$ cat src/verilog/wb_settings.svh
/*
 * Writeback settings
 * Data width and machine CSR reset values
 */
`ifndef WB_SETTINGS_SVH
`define WB_SETTINGS_SVH

// Data path width
`define WB_XLEN 32

// Machine CSR state after reset
`define WB_MTVEC_RESET 32'h0000_0080 // Trap vector
`define WB_MEPC_RESET  32'h0000_0000 // Exception PC

`endif

$ cat src/verilog/wb_pkg.sv
/*
 * Writeback package
 * Vector types, unit selects, micro-op codes, CSR addresses and causes
 */
`include "wb_settings.svh"

package wb_pkg;

    typedef logic [`WB_XLEN-1:0] xlen_t;
    typedef logic [4:0]          reg_addr_t;
    typedef logic [4:0]          fu_t;
    typedef logic [4:0]          uop_t;
    typedef logic [11:0]         csr_addr_t;
    typedef logic [5:0]          trap_cause_t;
    typedef logic [1:0]          lsu_size_t;

    // ------------------------------------------------------------------------
    // Functional unit bits of fu_t
    localparam int FU_ALU = 0;
    localparam int FU_MUL = 1;
    localparam int FU_LSU = 2;
    localparam int FU_CFU = 3;
    localparam int FU_CSR = 4;

    // CSR micro-op bits
    localparam int CSR_READ  = 4;
    localparam int CSR_WRITE = 3;
    localparam int CSR_SET   = 2;
    localparam int CSR_CLEAR = 1;

    // LSU micro-op bits, size field sits at [LSU_SIZE +: 2]
    localparam int LSU_SIGNED = 0;
    localparam int LSU_SIZE   = 1;
    localparam int LSU_LOAD   = 3;
    localparam int LSU_STORE  = 4;

    localparam lsu_size_t LSU_BYTE = 2'b01;
    localparam lsu_size_t LSU_HALF = 2'b10;
    localparam lsu_size_t LSU_WORD = 2'b11;

    // CFU micro-op codes
    localparam uop_t CFU_TAKEN  = 5'd1;
    localparam uop_t CFU_JALI   = 5'd2;
    localparam uop_t CFU_JALR   = 5'd3;
    localparam uop_t CFU_ECALL  = 5'd4;
    localparam uop_t CFU_EBREAK = 5'd5;
    localparam uop_t CFU_MRET   = 5'd6;

    // ------------------------------------------------------------------------
    localparam csr_addr_t CSR_MTVEC    = 12'h305;
    localparam csr_addr_t CSR_MSCRATCH = 12'h340;
    localparam csr_addr_t CSR_MEPC     = 12'h341;
    localparam csr_addr_t CSR_MCAUSE   = 12'h342;

    localparam trap_cause_t TRAP_BREAKPT  = 6'd3;
    localparam trap_cause_t TRAP_LDACCESS = 6'd5;
    localparam trap_cause_t TRAP_STACCESS = 6'd7;
    localparam trap_cause_t TRAP_ECALLM   = 6'd11;

endpackage

$ cat src/verilog/csr_file.sv
`timescale 1ns/1ps
/*
 * Machine CSR file
 * mscratch, mepc, mcause and mtvec with write, set and clear access
 * and capture of trap state
 */
`include "wb_settings.svh"

module csr_file import wb_pkg::*; (
    input  logic        g_clk,
    input  logic        g_resetn,
    input  logic        csr_en,     // Access enable
    input  logic        csr_wr,     // Replace value
    input  logic        csr_wr_set, // OR in data bits
    input  logic        csr_wr_clr, // Clear data bits
    input  csr_addr_t   csr_addr,
    input  xlen_t       csr_wdata,
    output xlen_t       csr_rdata,  // Old value of addressed CSR
    input  logic        trap_take,  // Trap accepted this cycle
    input  trap_cause_t trap_cause,
    input  xlen_t       trap_pc,
    input  logic        exec_mret,  // MRET retiring
    output xlen_t       csr_mtvec,
    output xlen_t       csr_mepc
);

    xlen_t mscratch, mepc, mcause, mtvec;
    xlen_t csr_new;
    logic  csr_write;

    always_comb begin
        case (csr_addr)
            CSR_MTVEC:    csr_rdata = mtvec;
            CSR_MSCRATCH: csr_rdata = mscratch;
            CSR_MEPC:     csr_rdata = mepc;
            CSR_MCAUSE:   csr_rdata = mcause;
            default:      csr_rdata = '0;               // Unimplemented
        endcase
    end

    // New value from the old one and the access type
    always_comb begin
        csr_new = csr_rdata;
        if (csr_wr) begin
            csr_new = csr_wdata;
        end else if (csr_wr_set) begin
            csr_new = csr_rdata | csr_wdata;
        end else if (csr_wr_clr) begin
            csr_new = csr_rdata & ~csr_wdata;
        end
    end

    assign csr_write = csr_en && (csr_wr || csr_wr_set || csr_wr_clr);

    always_ff @(posedge g_clk) begin
        if (!g_resetn) begin
            mscratch <= '0;
            mepc     <= `WB_MEPC_RESET;
            mcause   <= '0;
            mtvec    <= `WB_MTVEC_RESET;
        end else if (trap_take) begin
            mepc     <= trap_pc;                        // Trap wins over access
            mcause   <= xlen_t'(trap_cause);
        end else if (csr_write) begin
            case (csr_addr)
                CSR_MTVEC:    mtvec    <= csr_new;
                CSR_MSCRATCH: mscratch <= csr_new;
                CSR_MEPC:     mepc     <= csr_new;
                CSR_MCAUSE:   mcause   <= csr_new;
                default:      ;
            endcase
        end
    end

    assign csr_mtvec = mtvec;
    assign csr_mepc  = mepc;

    // ------------------------------------------------------------------------
    a_one_access: assert property (@(posedge g_clk) disable iff (!g_resetn)
        csr_en |-> $onehot0({csr_wr, csr_wr_set, csr_wr_clr}));

    // MRET and a trap never retire together
    a_mret_trap: assert property (@(posedge g_clk) disable iff (!g_resetn)
        !(exec_mret && trap_take));

endmodule

$ cat src/verilog/gpr_file.sv
`timescale 1ns/1ps
/*
 * General purpose registers
 * 31 writable registers, x0 reads zero, two combinational read ports
 */
module gpr_file import wb_pkg::*; (
    input  logic      g_clk,
    input  logic      g_resetn,
    input  logic      wen,       // Write enable
    input  reg_addr_t rd,        // Write index
    input  xlen_t     wdata,     // Write data
    input  reg_addr_t rs1_addr,
    input  reg_addr_t rs2_addr,
    output xlen_t     rs1_rdata,
    output xlen_t     rs2_rdata
);

    xlen_t regs [1:31];

    always_ff @(posedge g_clk) begin
        if (!g_resetn) begin
            for (int i = 1; i < 32; i++) begin
                regs[i] <= '0;
            end
        end else if (wen && rd != '0) begin
            regs[rd] <= wdata;                          // x0 writes dropped
        end
    end

    assign rs1_rdata = (rs1_addr == '0) ? '0 : regs[rs1_addr];
    assign rs2_rdata = (rs2_addr == '0) ? '0 : regs[rs2_addr];

endmodule

$ cat src/verilog/load_align.sv
`timescale 1ns/1ps
/*
 * Load alignment
 * Picks the addressed byte, half or word out of a read word and extends it
 */
`include "wb_settings.svh"

module load_align import wb_pkg::*; (
    input  xlen_t      rdata,     // Raw read word
    input  logic [1:0] addr_lo,   // Low address bits
    input  lsu_size_t  size,      // Access size
    input  logic       is_signed, // Sign extend
    output xlen_t      data       // Aligned result
);

    logic [7:0]  byte_sel;
    logic [15:0] half_sel;

    // Misaligned halves fall back to their own half of the word
    assign byte_sel = rdata[{addr_lo, 3'b000} +: 8];
    assign half_sel = rdata[{addr_lo[1], 4'b0000} +: 16];

    always_comb begin
        case (size)
            LSU_BYTE: begin
                data = {{(`WB_XLEN-8){is_signed && byte_sel[7]}}, byte_sel};
            end
            LSU_HALF: begin
                data = {{(`WB_XLEN-16){is_signed && half_sel[15]}}, half_sel};
            end
            default: begin
                data = rdata;                           // Whole word
            end
        endcase
    end

endmodule

$ cat src/verilog/pipeline_writeback.sv
`timescale 1ns/1ps
/*
 * Writeback stage
 * Retires one instruction from stage four: GPR writeback, CSR access,
 * control-flow requests, load completion, bus-error traps and trace
 */
module pipeline_writeback import wb_pkg::*; (
    input  logic        g_clk,
    input  logic        g_resetn,
    input  reg_addr_t   s4_rd,        // Destination register
    input  xlen_t       s4_opr_a,
    input  xlen_t       s4_opr_b,
    input  xlen_t       s4_pc,
    input  uop_t        s4_uop,
    input  fu_t         s4_fu,        // One-hot unit select
    input  logic [1:0]  s4_size,      // Instruction size, zero for a bubble
    input  logic [31:0] s4_instr,
    input  logic        s4_p_valid,
    output logic        s4_p_busy,
    output reg_addr_t   fwd_s4_rd,
    output xlen_t       fwd_s4_wdata,
    output logic        fwd_s4_load,
    output logic        fwd_s4_csr,
    output logic        gpr_wen,
    output reg_addr_t   gpr_rd,
    output xlen_t       gpr_wdata,
    output logic        csr_en,
    output logic        csr_wr,
    output logic        csr_wr_set,
    output logic        csr_wr_clr,
    output csr_addr_t   csr_addr,
    output xlen_t       csr_wdata,
    input  xlen_t       csr_rdata,
    input  xlen_t       csr_mtvec,
    input  xlen_t       csr_mepc,
    output logic        trap_take,
    output trap_cause_t trap_cause,
    output xlen_t       trap_pc,
    output logic        exec_mret,
    output logic        cf_req,
    output xlen_t       cf_target,
    input  logic        cf_ack,
    input  logic        dmem_recv,
    input  logic        dmem_error,
    input  xlen_t       dmem_rdata,
    output logic        dmem_ack,
    output logic        hold_lsu_req,
    output xlen_t       trs_pc,
    output logic [31:0] trs_instr,
    output logic        trs_valid
);

    logic  pipe_progress;
    logic  fu_alu, fu_mul, fu_lsu, fu_cfu, fu_csr;
    logic  csr_done, csr_gpr_wen;
    logic  cfu_taken, cfu_link, cfu_ecall, cfu_ebreak, cfu_mret, cfu_trap;
    logic  cfu_done;
    logic  lsu_load, lsu_store, lsu_resp, lsu_busy, lsu_trap;
    logic  lsu_rsp_seen, lsu_err_seen;
    logic  any_trap;
    xlen_t lsu_rdata;

    assign pipe_progress = s4_p_valid && !s4_p_busy;    // Retire cycle
    assign s4_p_busy     = (cf_req && !cf_ack) || lsu_busy;
    assign hold_lsu_req  = cf_req || lsu_busy;

    // ------------------------------------------------------------------------
    // Unit decode, idle stage selects nothing
    assign fu_alu = s4_p_valid && s4_fu[FU_ALU];
    assign fu_mul = s4_p_valid && s4_fu[FU_MUL];
    assign fu_lsu = s4_p_valid && s4_fu[FU_LSU];
    assign fu_cfu = s4_p_valid && s4_fu[FU_CFU];
    assign fu_csr = s4_p_valid && s4_fu[FU_CSR];

    // ------------------------------------------------------------------------
    // CSR access, once per instruction
    assign csr_en      = fu_csr && !csr_done;
    assign csr_wr      = csr_en && s4_uop[CSR_WRITE];
    assign csr_wr_set  = csr_en && s4_uop[CSR_SET];
    assign csr_wr_clr  = csr_en && s4_uop[CSR_CLEAR];
    assign csr_addr    = s4_opr_b[11:0];
    assign csr_wdata   = s4_opr_a;
    assign csr_gpr_wen = csr_en && s4_uop[CSR_READ];

    // ------------------------------------------------------------------------
    // Control flow
    assign cfu_link   = fu_cfu && (s4_uop == CFU_JALI || s4_uop == CFU_JALR);
    assign cfu_taken  = cfu_link || (fu_cfu && s4_uop == CFU_TAKEN);
    assign cfu_ecall  = fu_cfu && s4_uop == CFU_ECALL;
    assign cfu_ebreak = fu_cfu && s4_uop == CFU_EBREAK;
    assign cfu_mret   = fu_cfu && s4_uop == CFU_MRET;
    assign cfu_trap   = cfu_ecall || cfu_ebreak;
    assign any_trap   = cfu_trap || lsu_trap;

    assign cf_req    = (cfu_taken || cfu_mret || any_trap) && !cfu_done;
    assign cf_target = cfu_taken ? s4_opr_a :
                       cfu_mret  ? csr_mepc : csr_mtvec; // Traps to mtvec
    assign exec_mret = cfu_mret && pipe_progress;

    // ------------------------------------------------------------------------
    // Data response
    assign lsu_load  = fu_lsu && s4_uop[LSU_LOAD];
    assign lsu_store = fu_lsu && s4_uop[LSU_STORE];
    assign dmem_ack  = fu_lsu && !lsu_rsp_seen;          // Response outstanding
    assign lsu_resp  = dmem_recv && dmem_ack;
    assign lsu_busy  = dmem_ack && !dmem_recv;

    // Error stays raised until the trap request is taken
    assign lsu_trap = (lsu_resp && dmem_error) ||
                      (fu_lsu && lsu_rsp_seen && lsu_err_seen);

    load_align u_load_align (
        .rdata     (dmem_rdata),
        .addr_lo   (s4_opr_b[1:0]),
        .size      (s4_uop[LSU_SIZE +: 2]),
        .is_signed (s4_uop[LSU_SIGNED]),
        .data      (lsu_rdata)
    );

    // Done flags clear when the instruction retires
    always_ff @(posedge g_clk) begin
        if (!g_resetn) begin
            csr_done     <= 1'b0;
            cfu_done     <= 1'b0;
            lsu_rsp_seen <= 1'b0;
            lsu_err_seen <= 1'b0;
        end else begin
            csr_done     <= !pipe_progress && (csr_done || csr_en);
            cfu_done     <= !pipe_progress && (cfu_done || (cf_req && cf_ack));
            lsu_rsp_seen <= !pipe_progress && (lsu_rsp_seen || lsu_resp);
            if (lsu_resp) begin
                lsu_err_seen <= dmem_error;
            end
        end
    end

    // ------------------------------------------------------------------------
    // GPR writeback and forwarding
    assign gpr_rd  = s4_rd;
    assign gpr_wen = pipe_progress && !any_trap && s4_rd != '0 &&
                     (fu_alu || fu_mul || csr_gpr_wen || lsu_load || cfu_link);

    always_comb begin
        if (fu_csr) begin
            gpr_wdata = csr_rdata;                      // Old CSR value
        end else if (fu_lsu) begin
            gpr_wdata = lsu_rdata;
        end else if (fu_cfu) begin
            gpr_wdata = s4_opr_b;                       // Link address
        end else begin
            gpr_wdata = s4_opr_a;                       // ALU and MUL result
        end
    end

    assign fwd_s4_rd    = s4_rd;
    assign fwd_s4_wdata = gpr_wdata;
    assign fwd_s4_load  = lsu_load;
    assign fwd_s4_csr   = fu_csr;

    // ------------------------------------------------------------------------
    // Traps and trace
    assign trap_take  = any_trap && pipe_progress;
    assign trap_pc    = s4_pc;
    assign trap_cause = (lsu_trap && lsu_load)  ? TRAP_LDACCESS :
                        (lsu_trap && lsu_store) ? TRAP_STACCESS :
                        cfu_ebreak              ? TRAP_BREAKPT  :
                        cfu_ecall               ? TRAP_ECALLM   : '0;

    assign trs_pc    = s4_pc;
    assign trs_instr = s4_instr;
    assign trs_valid = pipe_progress && s4_size != 2'b00;

    // Upstream holds its inputs while stalled, so the target must too
    a_cf_stable: assert property (@(posedge g_clk) disable iff (!g_resetn)
        cf_req && !cf_ack |=> cf_req && $stable(cf_target));

endmodule

$ cat src/verilog/writeback_top.sv
`timescale 1ns/1ps
/*
 * Writeback top
 * Writeback stage with its GPR file and machine CSR file
 */
module writeback_top import wb_pkg::*; (
    input  logic        g_clk,
    input  logic        g_resetn,
    input  reg_addr_t   s4_rd,
    input  xlen_t       s4_opr_a,
    input  xlen_t       s4_opr_b,
    input  xlen_t       s4_pc,
    input  uop_t        s4_uop,
    input  fu_t         s4_fu,
    input  logic [1:0]  s4_size,
    input  logic [31:0] s4_instr,
    input  logic        s4_p_valid,
    output logic        s4_p_busy,
    output reg_addr_t   fwd_s4_rd,
    output xlen_t       fwd_s4_wdata,
    output logic        fwd_s4_load,
    output logic        fwd_s4_csr,
    output logic        cf_req,
    output xlen_t       cf_target,
    input  logic        cf_ack,
    input  logic        dmem_recv,
    output logic        dmem_ack,
    input  logic        dmem_error,
    input  xlen_t       dmem_rdata,
    output logic        hold_lsu_req,
    output xlen_t       trs_pc,
    output logic [31:0] trs_instr,
    output logic        trs_valid,
    input  reg_addr_t   rs1_addr,
    output xlen_t       rs1_rdata,
    input  reg_addr_t   rs2_addr,
    output xlen_t       rs2_rdata
);

    // Stage to register file
    logic        gpr_wen;
    reg_addr_t   gpr_rd;
    xlen_t       gpr_wdata;

    // Stage to CSR file
    logic        csr_en, csr_wr, csr_wr_set, csr_wr_clr;
    csr_addr_t   csr_addr;
    xlen_t       csr_wdata, csr_rdata, csr_mtvec, csr_mepc;
    logic        trap_take, exec_mret;
    trap_cause_t trap_cause;
    xlen_t       trap_pc;

    // Port names match one to one
    pipeline_writeback u_pipeline_writeback (.*);

    gpr_file u_gpr_file (
        .g_clk     (g_clk),
        .g_resetn  (g_resetn),
        .wen       (gpr_wen),
        .rd        (gpr_rd),
        .wdata     (gpr_wdata),
        .rs1_addr  (rs1_addr),
        .rs2_addr  (rs2_addr),
        .rs1_rdata (rs1_rdata),
        .rs2_rdata (rs2_rdata)
    );

    csr_file u_csr_file (.*);

endmodule
$ cat config.mk
export PLATFORM = sky130hd
export DESIGN_NAME = writeback_top
export DESIGN_NICKNAME = d
export VERILOG_FILES = /design/src/verilog/wb_pkg.sv /design/src/verilog/csr_file.sv /design/src/verilog/gpr_file.sv /design/src/verilog/load_align.sv /design/src/verilog/pipeline_writeback.sv /design/src/verilog/writeback_top.sv
export VERILOG_INCLUDE_DIRS = /design/src /design/src/verilog
export SDC_FILE = /design/constraint.sdc
export NUM_CORES = 2
export LEC_CHECK = 0
export ABC_AREA = 1
export BUFFER_PORTS_ARGS = -buffer_cell sky130_fd_sc_hd__buf_2
export CAP_MARGIN = 20
export CELL_PAD_IN_SITES_DETAIL_PLACEMENT = 1
export CELL_PAD_IN_SITES_GLOBAL_PLACEMENT = 1
export CORE_UTILIZATION = 50
export CTS_BUF_LIST = sky130_fd_sc_hd__clkbuf_4 sky130_fd_sc_hd__clkbuf_8
export CTS_CLUSTER_DIAMETER = 80
export DETAILED_ROUTE_END_ITERATION = 16
export GPL_ROUTABILITY_DRIVEN = 0
export GPL_TIMING_DRIVEN = 1
export PLACE_DENSITY = 0.85
export SETUP_SLACK_MARGIN = 0.15
export SKIP_CTS_REPAIR_TIMING = 1
export SYNTH_ARGS = -nofsm -noshare
export SYNTH_HDL_FRONTEND = slang
export SYNTH_SLANG_ARGS = --single-unit
$ cat constraint.sdc
create_clock -name g_clk -period 7.7 [get_ports g_clk]
set_clock_uncertainty 0.2 [all_clocks]
set_input_delay 1.54 -clock g_clk [delete_from_list [all_inputs] [get_ports g_clk]]
set_output_delay 1.54 -clock g_clk [all_outputs]
set_load 0.005 [all_outputs]
==> flow_summary.yaml <==
synthesis:
  synthArstFlopShare: 0
  ys.flop_type: "edfxtp_1"
  synth_top_area_frac: 0.478
  ys_types: 39
  synthTopCellsByCount: "2294 x nor2_1, 1291 x o21ai_0, 1024 x edfxtp_1"
  synthCells: 7675
  yosysMostFrequentCell: "nor2_1"
  synth_largest_area_cell: "edfxtp_1"
  syn_avg_cell_area_sq_um: 8.39
  synth_edf_count: 1024
  ys_top_cells_by_area: "edfxtp_1 48%, nor2_1 13%, o21ai_0 10%"
  netlist_area_sq_um: 64400
  yosysWarnings: 0
  ys_seq_area_frac: 0.519
  ys_ff_latch: 1156
floorplanning:
  rows: 131
  start_util: 0.504
  die_area_sq_um: 130000
  die_w_um: 361
  die_y_um: 361
  core_area_sq_um: 128000
  pin_count: 397
timing:
  layout_min_cycle_time_ns: 6.99
  setup_tns_ns: 0
  max_freq_mhz: 143
  slew_headroom: 0.209
  drv_slew: 0
  rsz0062_at_grt: "false"
  hold_viol: 0
  worst_slew_pin_slew_ns: 1.18
  period_share: 0.907
  setup_viol: 0
  fin_worst_hold_slack_ns: 0.272
setup_path:
  crit_path_end_kind: "output port"
  cp.arrival_ns: 5.25
  crit_type: "in -> out"
  cp-start-kind: "input port"
  cp.required_ns: 5.96
  worstPathMaxFanout: 67
global_route:
  gr-usage-met2: 0.674
  grt_pass1_wl_um: 440000
  grt.met3_usage: 0.137
  antenna_found_initial: 8
  grt_max_degree: 167
  track_usage: 0.458
  grt_busiest_layer: "met2"
  met1_usage: 0.565
  overflow: 0
  grt_pass1_vias: 66600
route:
  drtIter0Drc: 11900
  via_per_inst: 7.08
  antenna_left: 0
  wl_um: 307000
  wl_per_cell_um: 32.5
  vias: 66800
  dr.pass1.iters: 8
  drc: 0
flow_run:
  drv_cap: 0
pwr:
  power.switching_w: 0.00469
  pwr-share-seq: 0.473
  p_leak_nw: 26.5
  p_clk_frac: 0.368
  ir_worst_vdd_uv: 198
  p_comb_frac: 0.159
  power.density_nw_per_um2: 213
  p_int_w: 0.0103
  swShare: 0.313
cts:
  cts.sinks: 1156
  numCtsBuffers: 195
  clk_pin_slew_ns: 0.06
  clockBufferDepth: 3
  insertion_delay_ns: 0.95
  cts_tree: "built"
  htree_num_levels: 4
  cts_root_buffer: "clkbuf_8"
place:
  dp_hpwl_um: 183000
  io_buffers: 332
cells_and_area:
  area_growth_pct: 9.32
  drive_gt1_frac: 0.124
  finish.net_count: 7811
status:
  outcome: "finished, final reports clean"
min_path:
  hold_path_class: "reg -> reg"
## flip-flops by register name, summed over array words and instances, names as in the netlist
name,cells
u_pipeline_writeback.lsu_rsp_seen,1
u_csr_file.csr_mepc,32
u_gpr_file.regs,1024
u_csr_file.mcause,32
u_pipeline_writeback.cfu_done,1
u_csr_file.csr_mtvec,32
u_csr_file.mscratch,32
u_pipeline_writeback.lsu_err_seen,1
u_pipeline_writeback.csr_done,1
## through the flow
stage	setup slack (ns)	utilization	cells	area (sq um)	power, W
4_1_cts	1.10	0.550	9426	70200	0.0148
5_1_grt	0.912	0.551	9435	70400	0.0152
3_5_place_dp	1.05	0.521	9073	66500	0.00942
6_report	0.714	0.551	9435	70400	0.0150
2_1_floorplan	2.76	-	7706	64500	0.00837
3_3_place_gp	1.16	0.520	9067	66400	0.00933
## area by class of cell
class	count	area, sq um
sequential	1156	33400
tap	1662	2080
inverter	170	683
multi-input combinational	5555	26800
antenna	1	2.50
clock inverter	87	448
clock buffer	266	3260
timing repair buffer	538	3730
fill	15200	57300
## logic make-up (layout without fill, tap and decap cells)
| logic type | count (synthesis) | count (layout) | share of synthesized area |
|---|---|---|---|
| AOI/OAI and AO/OA | 2193 | 2193 | 0.200 |
| buffers and inverters | 995 | 1061 | 0.0700 |
| and+or+nand+nor | 3328 | 3328 | 0.211 |
| other | 1 | 33 | 0.0000582 |
| adders and majority gates | 2 | 2 | 0.000389 |
| DFF | 1156 | 1156 | 0.519 |
## final timing paths
| path | slack, ns | endpoint | cells past startpoint | from |
|---|---|---|---|---|
| min reg2reg | 0.27 | u_csr_file.mcause[14]$_SDFFE_PP0P_ | 2 | u_csr_file.mcause[14]$_SDFFE_PP0P_ |
| min | 0.27 | u_csr_file.mcause[14]$_SDFFE_PP0P_ | 2 | u_csr_file.mcause[14]$_SDFFE_PP0P_ |
| max reg2reg | 3.59 | u_gpr_file.regs[31][5]$_SDFFCE_PN0P_ | 15 | u_pipeline_writeback.lsu_rsp_seen$_SDFF_PN0_ |
| max | 0.71 | rs1_rdata[30] | 8 | rs1_addr[1] |
## power by group through the flow
stage / registers [W] / logic (W) / clock network [W]
6_report: 0.00709 / 0.00238 / 0.00552
3_5_place_dp: 0.00721 / 0.00221 / 0
3_3_place_gp: 0.00720 / 0.00214 / 0
4_1_cts: 0.00708 / 0.00222 / 0.00546
5_1_grt: 0.00710 / 0.00241 / 0.00571
2_1_floorplan: 0.00717 / 0.00120 / 0
## worst max-delay path, stage by stage
cell      delay (ns)
clkbuf_8        0.50
buf_4           0.64
buf_4           0.58
o21ai_0         0.24
o221ai_1        0.27
nand3_1         0.32
a31oi_1         0.83
buf_2           0.25
## layer usage
metal	wire [um]	part of all wire	vias to the layer above
met3	46900	0.15	1497
met2	130000	0.42	6050
li1	-	-	26900
met5	80	0.00026	-
met4	26800	0.087	12
met1	103000	0.34	32400
## cell usage in the layout (no fill, tap or decap), types with 6 or more instances in the layout
cell	count
clkbuf_4	65
nand2_1	539
nor2_2	12
o221ai_1	406
edfxtp_1	1024
o22ai_1	115
nor3_1	11
dfxtp_1	132
clkbuf_8	204
clkinv_2	16
buf_12	33
a31oi_1	65
buf_4	168
nand2_2	34
buf_2	327
conb_1	32
inv_1	133
nand3_4	29
o21ai_1	15
inv_2	22
nand4_1	13
o21ai_4	6
o211ai_1	48
o21ai_0	1291
clkinv_1	67
nor2_1	2289
nand3_1	382
a21oi_1	239
(Power assumes the default switching activity.)
